`src/logic/bp_defs.svh`:
```
`ifndef BP_DEFS_SVH
`define BP_DEFS_SVH

`default_nettype none

// Averager fraction width, also readable by the host
`define BP_PRECISION 20

// Window exponent tops out at the fraction width for the log-drop filter
`define BP_MAX_WINDOW_LENGTH_EXP `BP_PRECISION
`define BP_MAX_SAMPLE_RATE_NEGEXP 15
`define BP_MAX_SAMPLE_JITTER_NEGEXP 14

`define BP_FIFO_DEPTH 16 // Sample bytes

// BytePipe address map
`define BP_ADDR_PKTFIFO 0 // Burst port
`define BP_ADDR_PRECISION 1
`define BP_ADDR_MAX_WINDOW_LENGTH_EXP 5
`define BP_ADDR_MAX_SAMPLE_RATE_NEGEXP 6
`define BP_ADDR_MAX_SAMPLE_JITTER_NEGEXP 7
`define BP_ADDR_WINDOW_LENGTH_EXP 9
`define BP_ADDR_WINDOW_SHAPE 10
`define BP_ADDR_SAMPLE_RATE_NEGEXP 11
`define BP_ADDR_SAMPLE_MODE 12
`define BP_ADDR_SAMPLE_JITTER_NEGEXP 13
`define BP_ADDR_REG_HI 13 // Last mapped address

`default_nettype wire

`endif

```
`src/logic/bp_pkg.sv`:
```
`default_nettype none

package bp_pkg;

  // Averaging method of the sampling engine
  typedef enum logic {
    WIN_RECTANGULAR = 1'b0,
    WIN_LOGDROP     = 1'b1
  } window_shape_e;

  // Strobe spacing
  typedef enum logic {
    MODE_PERIODIC    = 1'b0,
    MODE_NONPERIODIC = 1'b1 // Extra pseudo-random delay
  } sample_mode_e;

  // BytePipe transaction FSM
  typedef enum logic [1:0] {
    ST_CMD   = 2'd0, // Waiting for a command byte
    ST_WRITE = 2'd1, // Waiting for the data byte
    ST_READ  = 2'd2  // Response byte(s) going out
  } bp_state_e;

  // Sampler FSM
  typedef enum logic [1:0] {
    SMP_WAIT = 2'd0,
    SMP_TAKE = 2'd1,
    SMP_EMIT = 2'd2
  } smp_state_e;

endpackage

`default_nettype wire

```
`src/logic/bp_reg.sv`:
```
`timescale 1ns/10ps
`include "bp_defs.svh"
`default_nettype none

// Command decoder and register map behind the BytePipe link.
// Writes echo the new read-back value and reads of address 0 drain the FIFO.
module bp_reg (
  input  wire                    i_clk,
  input  wire                    i_rst_n,

  input  wire [7:0]              i_bp_data,
  input  wire                    i_bp_valid,
  output logic                   o_bp_ready,

  output logic [7:0]             o_bp_data,
  output logic                   o_bp_valid,
  input  wire                    i_bp_ready,

  input  wire [7:0]              i_pktfifo_data,
  input  wire                    i_pktfifo_empty,
  output logic                   o_pktfifo_pop,

  output logic [4:0]             o_reg_window_length_exp,
  output bp_pkg::window_shape_e  o_reg_window_shape,
  output logic [3:0]             o_reg_sample_rate_negexp,
  output bp_pkg::sample_mode_e   o_reg_sample_mode,
  output logic [3:0]             o_reg_sample_jitter_negexp
);

  bp_pkg::bp_state_e state_q;
  logic [6:0] addr_q;
  logic       fifo_rd_q;  // Burst port read in progress
  logic [7:0] burst_q;
  logic [7:0] burst_d;
  logic [7:0] rd_data_q;
  logic       valid_q;

  logic       in_acc;
  logic       out_acc;
  logic       cmd_rd;
  logic       do_write;
  logic       burst_init;
  logic       burst_dec;
  logic       wr_wle;
  logic       wr_shape;
  logic       wr_rate;
  logic       wr_mode;
  logic       wr_jitter;

  logic [4:0]            wle_nxt;
  bp_pkg::window_shape_e shape_nxt;
  logic [3:0]            rate_nxt;
  bp_pkg::sample_mode_e  mode_nxt;
  logic [3:0]            jitter_nxt;

  logic [6:0] mux_addr;
  logic [7:0] mux_data;

  assign in_acc  = i_bp_valid && o_bp_ready;
  assign out_acc = o_bp_valid && i_bp_ready;

  assign cmd_rd   = (state_q == bp_pkg::ST_CMD) && in_acc && !i_bp_data[7];
  assign do_write = (state_q == bp_pkg::ST_WRITE) && in_acc;

  // Addresses above the map match none of these write enables
  assign burst_init = do_write && (addr_q == 7'(`BP_ADDR_PKTFIFO));
  assign wr_wle     = do_write && (addr_q == 7'(`BP_ADDR_WINDOW_LENGTH_EXP));
  assign wr_shape   = do_write && (addr_q == 7'(`BP_ADDR_WINDOW_SHAPE));
  assign wr_rate    = do_write && (addr_q == 7'(`BP_ADDR_SAMPLE_RATE_NEGEXP));
  assign wr_mode    = do_write && (addr_q == 7'(`BP_ADDR_SAMPLE_MODE));
  assign wr_jitter  = do_write && (addr_q == 7'(`BP_ADDR_SAMPLE_JITTER_NEGEXP));

  assign burst_dec = fifo_rd_q && out_acc && (burst_q != 8'd0);

  always_comb begin
    if (burst_init) begin
      burst_d = i_bp_data;
    end else if (burst_dec) begin
      burst_d = burst_q - 8'd1;
    end else begin
      burst_d = burst_q;
    end
  end

  // Post-write values so the echo shows what the register now holds
  always_comb begin
    wle_nxt    = wr_wle    ? i_bp_data[4:0] : o_reg_window_length_exp;
    shape_nxt  = wr_shape  ? bp_pkg::window_shape_e'(i_bp_data[0]) : o_reg_window_shape;
    rate_nxt   = wr_rate   ? i_bp_data[3:0] : o_reg_sample_rate_negexp;
    mode_nxt   = wr_mode   ? bp_pkg::sample_mode_e'(i_bp_data[0]) : o_reg_sample_mode;
    jitter_nxt = wr_jitter ? i_bp_data[3:0] : o_reg_sample_jitter_negexp;
  end

  assign mux_addr = (state_q == bp_pkg::ST_CMD) ? i_bp_data[6:0] : addr_q;

  always_comb begin
    case (mux_addr)
      7'(`BP_ADDR_PKTFIFO):                  mux_data = burst_d; // Echo of burst length
      7'(`BP_ADDR_PRECISION):                mux_data = 8'(`BP_PRECISION);
      7'(`BP_ADDR_MAX_WINDOW_LENGTH_EXP):    mux_data = 8'(`BP_MAX_WINDOW_LENGTH_EXP);
      7'(`BP_ADDR_MAX_SAMPLE_RATE_NEGEXP):   mux_data = 8'(`BP_MAX_SAMPLE_RATE_NEGEXP);
      7'(`BP_ADDR_MAX_SAMPLE_JITTER_NEGEXP): mux_data = 8'(`BP_MAX_SAMPLE_JITTER_NEGEXP);
      7'(`BP_ADDR_WINDOW_LENGTH_EXP):        mux_data = {3'b000, wle_nxt};
      7'(`BP_ADDR_WINDOW_SHAPE):             mux_data = {7'b0000000, shape_nxt};
      7'(`BP_ADDR_SAMPLE_RATE_NEGEXP):       mux_data = {4'b0000, rate_nxt};
      7'(`BP_ADDR_SAMPLE_MODE):              mux_data = {7'b0000000, mode_nxt};
      7'(`BP_ADDR_SAMPLE_JITTER_NEGEXP):     mux_data = {4'b0000, jitter_nxt};
      default:                               mux_data = 8'h00; // Holes and out of range
    endcase
  end

  always_ff @(posedge i_clk) begin
    if (!i_rst_n) begin
      o_reg_window_length_exp    <= 5'd0;
      o_reg_window_shape         <= bp_pkg::WIN_RECTANGULAR;
      o_reg_sample_rate_negexp   <= 4'd0;
      o_reg_sample_mode          <= bp_pkg::MODE_PERIODIC;
      o_reg_sample_jitter_negexp <= 4'd0;
    end else begin
      o_reg_window_length_exp    <= wle_nxt;
      o_reg_window_shape         <= shape_nxt;
      o_reg_sample_rate_negexp   <= rate_nxt;
      o_reg_sample_mode          <= mode_nxt;
      o_reg_sample_jitter_negexp <= jitter_nxt;
    end
  end

  always_ff @(posedge i_clk) begin
    if (!i_rst_n) begin
      state_q   <= bp_pkg::ST_CMD;
      fifo_rd_q <= 1'b0;
      valid_q   <= 1'b0;
      burst_q   <= 8'd0;
    end else begin
      burst_q <= burst_d;
      case (state_q)
        bp_pkg::ST_CMD: begin
          if (in_acc && i_bp_data[7]) begin
            state_q <= bp_pkg::ST_WRITE;
          end else if (in_acc) begin
            state_q   <= bp_pkg::ST_READ;
            fifo_rd_q <= (i_bp_data[6:0] == 7'(`BP_ADDR_PKTFIFO));
            valid_q   <= (i_bp_data[6:0] != 7'(`BP_ADDR_PKTFIFO));
          end
        end
        bp_pkg::ST_WRITE: begin
          if (in_acc) begin
            state_q <= bp_pkg::ST_READ;
            valid_q <= 1'b1; // Echo goes out next
          end
        end
        bp_pkg::ST_READ: begin
          if (o_pktfifo_pop) begin
            valid_q <= 1'b1;
          end else if (out_acc) begin
            valid_q <= 1'b0;
            // Burst ends on the byte sent with the counter at zero
            if (!fifo_rd_q || (burst_q == 8'd0)) begin
              state_q   <= bp_pkg::ST_CMD;
              fifo_rd_q <= 1'b0;
            end
          end
        end
        default: state_q <= bp_pkg::ST_CMD;
      endcase
    end
  end

  always_ff @(posedge i_clk) begin
    if ((state_q == bp_pkg::ST_CMD) && in_acc) begin
      addr_q <= i_bp_data[6:0];
    end
    if (cmd_rd || do_write) begin
      rd_data_q <= mux_data;
    end else if (o_pktfifo_pop) begin
      rd_data_q <= i_pktfifo_data;
    end
  end

  // One FIFO byte at a time and only while the output slot is free
  assign o_pktfifo_pop = (state_q == bp_pkg::ST_READ) && fifo_rd_q && !valid_q &&
                         !i_pktfifo_empty;

  // Sink back-pressure passes straight through and no new command is taken while responding
  assign o_bp_ready = i_bp_ready && (state_q != bp_pkg::ST_READ);
  assign o_bp_data  = rd_data_q;
  assign o_bp_valid = valid_q;

  // A response only exists once its command is complete
  a_valid_in_read: assert property (@(posedge i_clk) disable iff (!i_rst_n)
    o_bp_valid |-> (state_q == bp_pkg::ST_READ));

  a_out_hold: assert property (@(posedge i_clk) disable iff (!i_rst_n)
    (o_bp_valid && !i_bp_ready) |=> (o_bp_valid && $stable(o_bp_data)));

endmodule

`default_nettype wire

```
`src/logic/bp_top.sv`:
```
`timescale 1ns/10ps
`default_nettype none

// Register access subsystem with BytePipe decoder, sample FIFO and sampler
module bp_top (
  input  wire       i_clk,
  input  wire       i_rst_n,

  input  wire [7:0] i_bp_data,
  input  wire       i_bp_valid,
  output wire       o_bp_ready,

  output wire [7:0] o_bp_data,
  output wire       o_bp_valid,
  input  wire       i_bp_ready,

  input  wire       i_sample
);

  logic [7:0]            fifo_data;
  logic                  fifo_empty;
  logic                  fifo_pop;
  logic                  fifo_full;
  logic                  smp_push;
  logic [7:0]            smp_push_data;

  // Configuration from the register map
  logic [4:0]            reg_window_length_exp;
  bp_pkg::window_shape_e reg_window_shape;
  logic [3:0]            reg_sample_rate_negexp;
  bp_pkg::sample_mode_e  reg_sample_mode;
  logic [3:0]            reg_sample_jitter_negexp;

  bp_reg u_reg (
    .i_clk                      (i_clk),
    .i_rst_n                    (i_rst_n),
    .i_bp_data                  (i_bp_data),
    .i_bp_valid                 (i_bp_valid),
    .o_bp_ready                 (o_bp_ready),
    .o_bp_data                  (o_bp_data),
    .o_bp_valid                 (o_bp_valid),
    .i_bp_ready                 (i_bp_ready),
    .i_pktfifo_data             (fifo_data),
    .i_pktfifo_empty            (fifo_empty),
    .o_pktfifo_pop              (fifo_pop),
    .o_reg_window_length_exp    (reg_window_length_exp),
    .o_reg_window_shape         (reg_window_shape),
    .o_reg_sample_rate_negexp   (reg_sample_rate_negexp),
    .o_reg_sample_mode          (reg_sample_mode),
    .o_reg_sample_jitter_negexp (reg_sample_jitter_negexp)
  );

  pkt_fifo u_fifo (
    .i_clk       (i_clk),
    .i_rst_n     (i_rst_n),
    .i_push      (smp_push),
    .i_push_data (smp_push_data),
    .o_full      (fifo_full),
    .i_pop       (fifo_pop),
    .o_data      (fifo_data),
    .o_empty     (fifo_empty)
  );

  sample_engine u_smp (
    .i_clk                  (i_clk),
    .i_rst_n                (i_rst_n),
    .i_sample               (i_sample),
    .i_window_length_exp    (reg_window_length_exp),
    .i_window_shape         (reg_window_shape),
    .i_sample_rate_negexp   (reg_sample_rate_negexp),
    .i_sample_mode          (reg_sample_mode),
    .i_sample_jitter_negexp (reg_sample_jitter_negexp),
    .i_full                 (fifo_full),
    .o_push                 (smp_push),
    .o_push_data            (smp_push_data)
  );

endmodule

`default_nettype wire

```
`src/logic/pkt_fifo.sv`:
```
`timescale 1ns/10ps
`include "bp_defs.svh"
`default_nettype none

// Byte FIFO between the sampling engine and the register block
module pkt_fifo (
  input  wire        i_clk,
  input  wire        i_rst_n,

  input  wire        i_push,
  input  wire [7:0]  i_push_data,
  output logic       o_full,

  input  wire        i_pop,
  output logic [7:0] o_data,
  output logic       o_empty
);

  localparam int DEPTH = `BP_FIFO_DEPTH;
  localparam int PTR_W = $clog2(DEPTH);

  logic [7:0]       mem_q [DEPTH];
  logic [PTR_W-1:0] wr_ptr_q;
  logic [PTR_W-1:0] rd_ptr_q;
  logic [PTR_W:0]   count_q; // One bit wider to hold DEPTH
  logic             push_ok;
  logic             pop_ok;

  assign push_ok = i_push && !o_full;
  assign pop_ok  = i_pop && !o_empty;

  assign o_full  = (count_q == (PTR_W+1)'(DEPTH));
  assign o_empty = (count_q == '0);
  assign o_data  = mem_q[rd_ptr_q]; // Head of queue with no read latency

  always_ff @(posedge i_clk) begin
    if (push_ok) begin
      mem_q[wr_ptr_q] <= i_push_data;
    end
  end

  always_ff @(posedge i_clk) begin
    if (!i_rst_n) begin
      wr_ptr_q <= '0;
      rd_ptr_q <= '0;
      count_q  <= '0;
    end else begin
      if (push_ok) begin
        wr_ptr_q <= (wr_ptr_q == PTR_W'(DEPTH - 1)) ? '0 : wr_ptr_q + 1'b1;
      end
      if (pop_ok) begin
        rd_ptr_q <= (rd_ptr_q == PTR_W'(DEPTH - 1)) ? '0 : rd_ptr_q + 1'b1;
      end
      case ({push_ok, pop_ok})
        2'b10:   count_q <= count_q + 1'b1;
        2'b01:   count_q <= count_q - 1'b1;
        default: count_q <= count_q; // Both or neither
      endcase
    end
  end

  // The engine has to drop its result itself when the queue is full
  a_no_push_full: assert property (@(posedge i_clk) disable iff (!i_rst_n)
    i_push |-> !o_full);

endmodule

`default_nettype wire

```
`src/logic/sample_engine.sv`:
```
`timescale 1ns/10ps
`include "bp_defs.svh"
`default_nettype none

// Samples a one-bit input on a strobe and averages it over a window.
// Each finished window produces the top byte of the average.
module sample_engine (
  input  wire                       i_clk,
  input  wire                       i_rst_n,
  input  wire                       i_sample,

  input  wire [4:0]                 i_window_length_exp,
  input  var bp_pkg::window_shape_e i_window_shape,
  input  wire [3:0]                 i_sample_rate_negexp,
  input  var bp_pkg::sample_mode_e  i_sample_mode,
  input  wire [3:0]                 i_sample_jitter_negexp,

  input  wire                       i_full,
  output logic                      o_push,
  output logic [7:0]                o_push_data
);

  localparam int PREC = `BP_PRECISION;
  localparam logic [PREC-1:0] ONES = '1;

  bp_pkg::smp_state_e state_q;
  logic [1:0]      sync_q;  // Input synchronizer
  logic            smp_q;
  logic [15:0]     lfsr_q;
  logic [15:0]     jitter;
  logic [15:0]     reload;
  logic [15:0]     strobe_cnt_q;
  logic            strobe;
  logic [4:0]      win;
  logic [PREC:0]   win_mask;
  logic [PREC-1:0] win_cnt_q;
  logic            win_done;
  logic [PREC:0]   sum_q;
  logic [PREC:0]   sum_nxt;
  logic [PREC:0]   rect_frac;
  logic [PREC-1:0] rect_val;
  logic [PREC-1:0] ld_q;
  logic [PREC-1:0] ld_nxt;

  // Exponents past the fraction width add nothing
  assign win      = (i_window_length_exp > 5'(PREC)) ? 5'(PREC) : i_window_length_exp;
  assign win_mask = ((PREC+1)'(1) << win) - 1'b1;
  assign win_done = (win_cnt_q >= win_mask[PREC-1:0]);

  assign jitter = (i_sample_mode == bp_pkg::MODE_NONPERIODIC) ?
                  (lfsr_q & ((16'd1 << i_sample_jitter_negexp) - 16'd1)) : 16'd0;
  assign reload = ((16'd1 << i_sample_rate_negexp) - 16'd1) + jitter;

  // Counter only runs while idle so no strobe lands during an update
  assign strobe = (state_q == bp_pkg::SMP_WAIT) && (strobe_cnt_q == 16'd0);

  assign sum_nxt   = sum_q + (PREC+1)'(smp_q);
  assign rect_frac = sum_nxt << (5'(PREC) - win);
  assign rect_val  = rect_frac[PREC] ? ONES : rect_frac[PREC-1:0]; // All ones saturates

  // Step toward the sample by the remaining distance over 2^win
  assign ld_nxt = smp_q ? ld_q + ((ONES - ld_q) >> win) : ld_q - (ld_q >> win);

  always_ff @(posedge i_clk) begin
    if (!i_rst_n) begin
      lfsr_q       <= 16'hace1;
      strobe_cnt_q <= 16'd0;
    end else begin
      // Galois form with taps 16 14 13 11
      lfsr_q <= {1'b0, lfsr_q[15:1]} ^ (lfsr_q[0] ? 16'hb400 : 16'h0000);
      if (state_q == bp_pkg::SMP_WAIT) begin
        strobe_cnt_q <= strobe ? reload : strobe_cnt_q - 16'd1;
      end
    end
  end

  always_ff @(posedge i_clk) begin
    if (!i_rst_n) begin
      state_q   <= bp_pkg::SMP_WAIT;
      win_cnt_q <= '0;
      sum_q     <= '0;
      ld_q      <= '0;
    end else begin
      case (state_q)
        bp_pkg::SMP_WAIT: begin
          if (strobe) state_q <= bp_pkg::SMP_TAKE;
        end
        bp_pkg::SMP_TAKE: begin
          win_cnt_q <= win_done ? '0 : win_cnt_q + 1'b1;
          if (i_window_shape == bp_pkg::WIN_RECTANGULAR) begin
            sum_q <= win_done ? '0 : sum_nxt;
          end else begin
            sum_q <= '0;
            ld_q  <= ld_nxt;
          end
          state_q <= win_done ? bp_pkg::SMP_EMIT : bp_pkg::SMP_WAIT;
        end
        bp_pkg::SMP_EMIT: state_q <= bp_pkg::SMP_WAIT; // Result dropped if FIFO full
        default:          state_q <= bp_pkg::SMP_WAIT;
      endcase
    end
  end

  always_ff @(posedge i_clk) begin
    sync_q <= {sync_q[0], i_sample};
    if (strobe) begin
      smp_q <= sync_q[1];
    end
    if ((state_q == bp_pkg::SMP_TAKE) && win_done) begin
      o_push_data <= (i_window_shape == bp_pkg::WIN_RECTANGULAR) ?
                     rect_val[PREC-1 -: 8] : ld_nxt[PREC-1 -: 8];
    end
  end

  assign o_push = (state_q == bp_pkg::SMP_EMIT) && !i_full;

endmodule

`default_nettype wire

```
`config.mk`:
```
export PLATFORM = sky130hd
export DESIGN_NAME = bp_top
export DESIGN_NICKNAME = d
export VERILOG_FILES = /design/src/logic/bp_pkg.sv /design/src/logic/bp_reg.sv /design/src/logic/bp_top.sv /design/src/logic/pkt_fifo.sv /design/src/logic/sample_engine.sv
export VERILOG_INCLUDE_DIRS = /design/src /design/src/logic
export SDC_FILE = /design/constraint.sdc
export NUM_CORES = 1
export LEC_CHECK = 0
export BUFFER_PORTS_ARGS = -buffer_cell sky130_fd_sc_hd__buf_2
export CAP_MARGIN = 20
export CORE_ASPECT_RATIO = 1.4
export CORE_MARGIN = 5
export CORE_UTILIZATION = 55
export DETAILED_ROUTE_END_ITERATION = 10
export GPL_TIMING_DRIVEN = 0
export PLACE_DENSITY_LB_ADDON = 0.15
export SYNTH_ARGS = -nofsm -noshare
export SYNTH_HDL_FRONTEND = slang
export SYNTH_SLANG_ARGS = --single-unit
export TNS_END_PERCENT = 1
```
`constraint.sdc`:
```
create_clock -name i_clk -period 14.69 [get_ports i_clk]
set_clock_uncertainty 0.05 [all_clocks]
set_input_delay 0.7345 -clock i_clk [delete_from_list [all_inputs] [get_ports i_clk]]
set_output_delay 0.7345 -clock i_clk [all_outputs]
set_load 0.01 [all_outputs]
```
# ---- After elaboration in Yosys (flattened, before gate mapping)
# Memory sizes are Yosys's and may differ from the RTL's. A register that Yosys moved wholly into a read port is not among the register bits.
# Cells that the tools add are included.
dict set report op_classes {
  shifts 6
  n_mux 49
  n_lt_le_gt_ge 2
  addsub 16
  reduce_logical 49
  n_eq_ne 32
  n_bitwise 2
}
# cell count
set op_table {}
lappend op_table {{$pmux 8 s9} 1}
lappend op_table {{$eq 7x4->1 const B} 10}
lappend op_table {{$mux 20} 3}
lappend op_table {{$mux 16} 3}
lappend op_table {{$sub 16x1->16 const B} 3}
lappend op_table {{$mux 21} 2}
lappend op_table {{$mux 8} 5}
lappend op_table {{$shr 20x5->20} 2}
lappend op_table {{$shl 1x4->16 const A} 2}
lappend op_table {{$mux 4} 6}
lappend op_table {{$logic_and 1x1->1} 23}
lappend op_table {{$add 21x1->21} 1}
lappend op_table {{$eq 7x3->1 const B} 3}
lappend op_table {{$logic_not 7->1} 3}
lappend op_table {{$shl 21x5->21} 1}
lappend op_table {{$add 20x1->20 const B} 1}
lappend op_table {{$add 20x20->20} 1}
lappend op_table {{$ge 20x20->1} 1}
lappend op_table {{$shl 1x5->20 const A} 1}
lappend op_table {{$sub 20x1->20 const B} 1}
lappend op_table {{$sub 20x20->20} 1}
lappend op_table {{$sub 20x20->20 const A} 1}
lappend op_table {{$add 16x16->16} 1}
lappend op_table {{$and 16x16->16} 1}
lappend op_table {{other kinds (39)} 79}
dict set report totals {
  out_inout_bits 10
  word_cells 180
  inputBits 13
  ff_bits 161
  mem_bits_rw 128
  n_memories 1
}
# memory words width rd rd_clocked_by_memory_dff write_ports line
set mem_list {}
lappend mem_list {u_fifo.mem_q 16 8 1 1 1 pkt_fifo.sv:22} ;# logic [7:0] mem_q [DEPTH];

# ---- Depth between registers and ports, before layout
dict set report depth {
  depth_word 8
  mapped_depth 28
  depth_no_buf 23
}

# ---- Modules after synthesis
# Synthesis repeated with hierarchy kept, for this count alone.
dict set report hier_totals {
  cells_unflattened 2114
  area_unflattened_um2 19592.5
}
# mod area_each_um2 seq_area_each_um2 cells_each n_inst
set by_module_without_submodules {}
lappend by_module_without_submodules {sample_engine 11307.1 2212.1 1558 1}
lappend by_module_without_submodules {pkt_fifo 5829.3 4184.0 294 1}
lappend by_module_without_submodules {bp_reg 2456.1 991.0 262 1}

# ---- Worst setup path after synthesis
# OpenSTA, ideal clock, no wires.
dict set report synth_timing {
  path_type {flip-flop to flip-flop}
  startpoint {register u_reg.o_reg_window_length_exp[3]}
  endpoint {register u_smp.sum_q[6]}
  path_slack_ps 9360
  stages_incl_launch_ff 27
  arrival_time_ps 5209
  period_less_slack_ps 5330
  t_required_ps 14570
  path_cell_list {dfxtp_1 > buf_6 > o21ai_4 > nand2_2 > clkbuf_1 > clkbuf_1 > ha_1 > ha_1 > clkbuf_1 > nand2_1 > ha_1 > nand3_1 > a221o_1 > nor2_1 > and2_1 > nand2_1 > a32oi_1 > ha_1 > a2111oi_0 > nand3_1 > a31oi_1 > or2_2 > clkbuf_1 > nand3_1 > clkbuf_1 > or3_1 > a21oi_1}
}
dict set report synth_via {
  elab_chain_cells 7
}
# item line
set synth_rtl {}
lappend synth_rtl {{start, declared} bp_reg.sv:23} ;# output logic [4:0] o_reg_window_length_exp,
lappend synth_rtl {{start signal, assigned} bp_reg.sv:120} ;# o_reg_window_length_exp <= wle_nxt;
lappend synth_rtl {{$gt 5x5->1} sample_engine.sv:46} ;# assign win = (i_window_length_exp > 5'(PREC)) ? 5'(PREC) : i_window_length_exp;
lappend synth_rtl {{$mux 5 (*)} sample_engine.sv:46}
lappend synth_rtl {{$shl 1x5->20 (*)} sample_engine.sv:47} ;# assign win_mask = ((PREC+1)'(1) << win) - 1'b1;
lappend synth_rtl {{$sub 20x1->20 (*)} sample_engine.sv:47}
lappend synth_rtl {{$ge 20x20->1 (*)} sample_engine.sv:48} ;# assign win_done = (win_cnt_q >= win_mask[PREC-1:0]);
lappend synth_rtl {{$mux 21 (*)} sample_engine.sv:91} ;# sum_q <= win_done ? '0 : sum_nxt;
lappend synth_rtl {{$mux 21 (*)} sample_engine.sv:90} ;# if (i_window_shape == bp_pkg::WIN_RECTANGULAR) begin
lappend synth_rtl {{end signal, assigned} sample_engine.sv:91}
lappend synth_rtl {{end, declared} sample_engine.sv:38} ;# logic [PREC:0] sum_q;
# Mark *: on every way between the ends. The rest lies on a longest branch, timed or not.
# A chain may end at the register's enable or synchronous reset.

# ---- Worst setup path in the final report
dict set report layout_timing {
  startpoint {register u_reg.o_reg_window_length_exp[3]}
  endpoint {register u_smp.sum_q[14]}
}
# Same word-level chain as after synthesis.

==> summary.txt <==
Status
  • Status: finished clean

Layout
  • Layout fillers: 2,976
  • Final #Nets: 2,284
  • Layout area overhead: 8.97%
  • Share of layout cells above drive strength 1: 8.52%
  • Final Util: 60.6%
  • N_diodes: 0

Timing
  • RSZ-0062 raised after global routing: false
  • Post-route clock period utilization: 52.2%
  • Final hold violations: 0
  • FMAX: 0.130 GHz
  • Minimum clock period: 7.67 ns
  • Setup TNS Final: 0 ns
  • Least-Margin Pin Slew: 1.17 ns
  • Rel. slew slack: 21.5%
  • Final setup viols: 0
  • Max Slew Vio Count: 0
  • Hold slack: 0.194 ns

Worst setup path
  • WP data required: 15.14 ns
  • Worst-path maximum fanout: 11
  • Crit path top cell by count: clkbuf_1
  • Critical-path top delay cell: a2111oi_0
  • CP Capture Type: flip-flop
  • Worst setup path class: flip-flop to flip-flop
  • CP top delay family: simple AND/OR/NAND/NOR gates
  • Worst stage delay on the critical path: 0.57 ns
  • Reg2reg setup slack: 7.02 ns
  • Startpoint types: flip-flop
  • CP arrival: 8.12 ns
  • Worst path bufs/invs: 6

Clocking
  • CTS Hold Bufs: 0
  • Clk slew on worst S/H paths: 0.07 ns
  • Num CTS Buffers: 29
  • H-tree depth: 1
  • Clock sinks: 293
  • Root buf cell: clkbuf_16
  • CTS tree: done
  • Setup bufs post-CTS: 0
  • Clock buffer depth: 3
  • Clock Latency Late Sink: 0.60 ns
  • PostCTS Resize Cnt: 0

Placed design
  • Port buffer count: 21
  • GPL Wtd Cong: 1.01
  • Post-DP HPWL: 42.0 mm

Floorplanning
  • Starting density of the core: 55.6%
  • Core ar.: 34,100 um^2
  • Die width: 167 um
  • Area of the die: 38,400 um^2
  • Die height: 230 um
  • Row cnt: 80
  • I/O pins: 23

Global routing
  • First-pass GRT wire length: 87.6 mm
  • Grt ovf: 0
  • All-Layer GR Usage: 28.1%
  • Number of global-route vias before repair: 16,100
  • Antenna violations before repair: 0
  • Largest net degree at the start of global routing: 17

Drt
  • Number of vias per cell: 6.34
  • Vias: 16,800
  • Residual DRC count: 0
  • Final wirelength: 56.0 mm
  • Post-route ant nets: 0
  • Drt initial violations: 1,670
  • Initial DRT Pass Iterations: 7
  • Wire per inst: 21.1 um

Yosys
  • Syn. warnings: 0
  • Avg Inst Size Synth: 8.97 um^2
  • Asr flop ratio synth: 0%
  • Post-Syn Area: 19,000 um^2
  • Seq/Total Area, Yosys: 38.9%
  • Post-synth EDFFs: 152
  • Synthesized instance count: 2,115
  • Distinct cells, synth: 97
  • Synth Flop Type: edfxtp_1
  • Synth Net Count: 2,226
  • Synthesized flop and latch total: 293

Power and ir drop
  • VDD IR max: 0.000109 V
  • Power Dens Cells: 98.4 nW/um^2
  • Power, Total: 2.04 mW
  • Leak Pwr: 7.44 nW

Run
  • Max-cap viol count: 0

Worst hold path
  • Min-delay worst type: primary input to flip-flop
[state kept, by name, indices dropped and copies added, names as in the netlist, 7 cells and up, named ones only]
name                cells
u_reg.addr_q            7
u_reg.burst_q           8
u_smp.o_push_data       8
u_smp.lfsr_q           16
u_smp.ld_q             20
u_smp.sum_q            21
u_smp.strobe_cnt_q     16
u_reg.o_bp_data         8
u_fifo.mem_q          128
u_smp.win_cnt_q        20
[cells in the final DEF, fill, tap and decap left out, drive strengths merged, types with 81 or more instances in the layout]
cell,Yosys,layout
a21oi,158,158
clkbuf,90,121
dfxtp,141,141
edfxtp,152,152
ha,95,95
inv,78,84
nand2,215,215
nand3,81,81
nor2,258,258
o21ai,124,124
[report_power, final]
part	internal (mW)	switching, mW
Clock	0.441	0.344
Sequential	0.906	0.0401
Combinational	0.115	0.189
Total	1.46	0.573
[final cells by class]
| class | instances | area [um^2] | area share (%) |
|---|---|---|---|
| clock buffers | 31 | 733 | 3.54 |
| flip-flops and latches | 293 | 7390 | 35.7 |
| plain buffers | 124 | 510 | 2.47 |
| clock inverters | 23 | 270 | 1.31 |
| well taps | 451 | 564 | 2.73 |
| repair buffers | 27 | 135 | 0.653 |
| multi-input cells | 1618 | 10800 | 52.1 |
| inverters | 80 | 300 | 1.45 |
[routing by layer]
metal / part of all wire [%] / global-route usage (%)
met3: 6.5 / 3.57
met1: 39 / 33.7
met4: 5.6 / 14.2
met2: 49 / 49.5
met5: 0 / 0
[Yosys cell counts (7+ instances only)]
library cell,instances,area [um^2]
a21boi_0,8,60.1
a22oi_1,15,113
or4_1,10,75.1
mux4_2,44,991
nor2b_1,15,93.8
o22ai_1,23,144
nand2_1,214,803
ha_1,95,1190
a2bb2oi_1,9,78.8
or2_2,14,87.6
dfxtp_1,141,2820
nand4_1,16,100
o21ai_0,122,611
o32ai_1,7,61.3
clkbuf_1,90,338
a31oi_1,26,163
nor3_1,56,280
nand3_1,81,405
nor2_1,257,965
and2_1,19,119
buf_1,18,67.6
nand2b_1,35,219
o211ai_1,14,105
xor2_1,50,438
mux2_2,8,90.1
a21oi_1,157,786
a211oi_1,18,135
nor4_1,16,100
xnor2_1,45,394
or3_1,32,200
a21o_1,27,203
and3_1,10,62.6
mux2i_1,47,470
a211o_1,7,61.3
buf_2,9,45.0
edfxtp_1,152,4560
inv_1,75,282
[path summary, 6_finish.rpt]
check | start | end | depth (start not counted)
hold / removal | i_sample | u_smp.sync_q[0]$_DFF_P_ | 1
setup reg to reg | u_reg.o_reg_window_length_exp[3]$_SDFF_PN0_ | u_smp.sum_q[14]$_SDFFE_PN0P_ | 26
hold reg to reg | u_smp.sync_q[0]$_DFF_P_ | u_smp.sync_q[1]$_DFF_P_ | 0
setup / recovery | u_reg.o_reg_window_length_exp[3]$_SDFF_PN0_ | u_smp.sum_q[14]$_SDFFE_PN0P_ | 26
[through the flow]
stage | std cells | setup WS [ns] | instance area (um^2)
final | 2647 | 7.02 | 20700
after global routing | 2647 | 6.55 | 20700
after CTS | 2647 | 7.21 | 20700
after detailed placement | 2593 | 7.27 | 19700
after global placement | 2587 | 7.32 | 19700
after floorplan | 2115 | 9.36 | 19000
[kinds of logic (layout without fill, tap and decap cells)]
family | Yosys count | in the layout | synth area share [%]
and+or+nand+nor | 804 | 804 | 19.9
AOI/OAI and AO/OA | 522 | 522 | 17.7
DFF | 293 | 293 | 38.9
buffers and inverters | 204 | 285 | 4.27
muxes | 99 | 99 | 8.17
adders and majority gates | 98 | 98 | 6.58
xor gates and xnor gates | 95 | 95 | 4.38
Note: power is estimated with default switching activity, not from simulation.
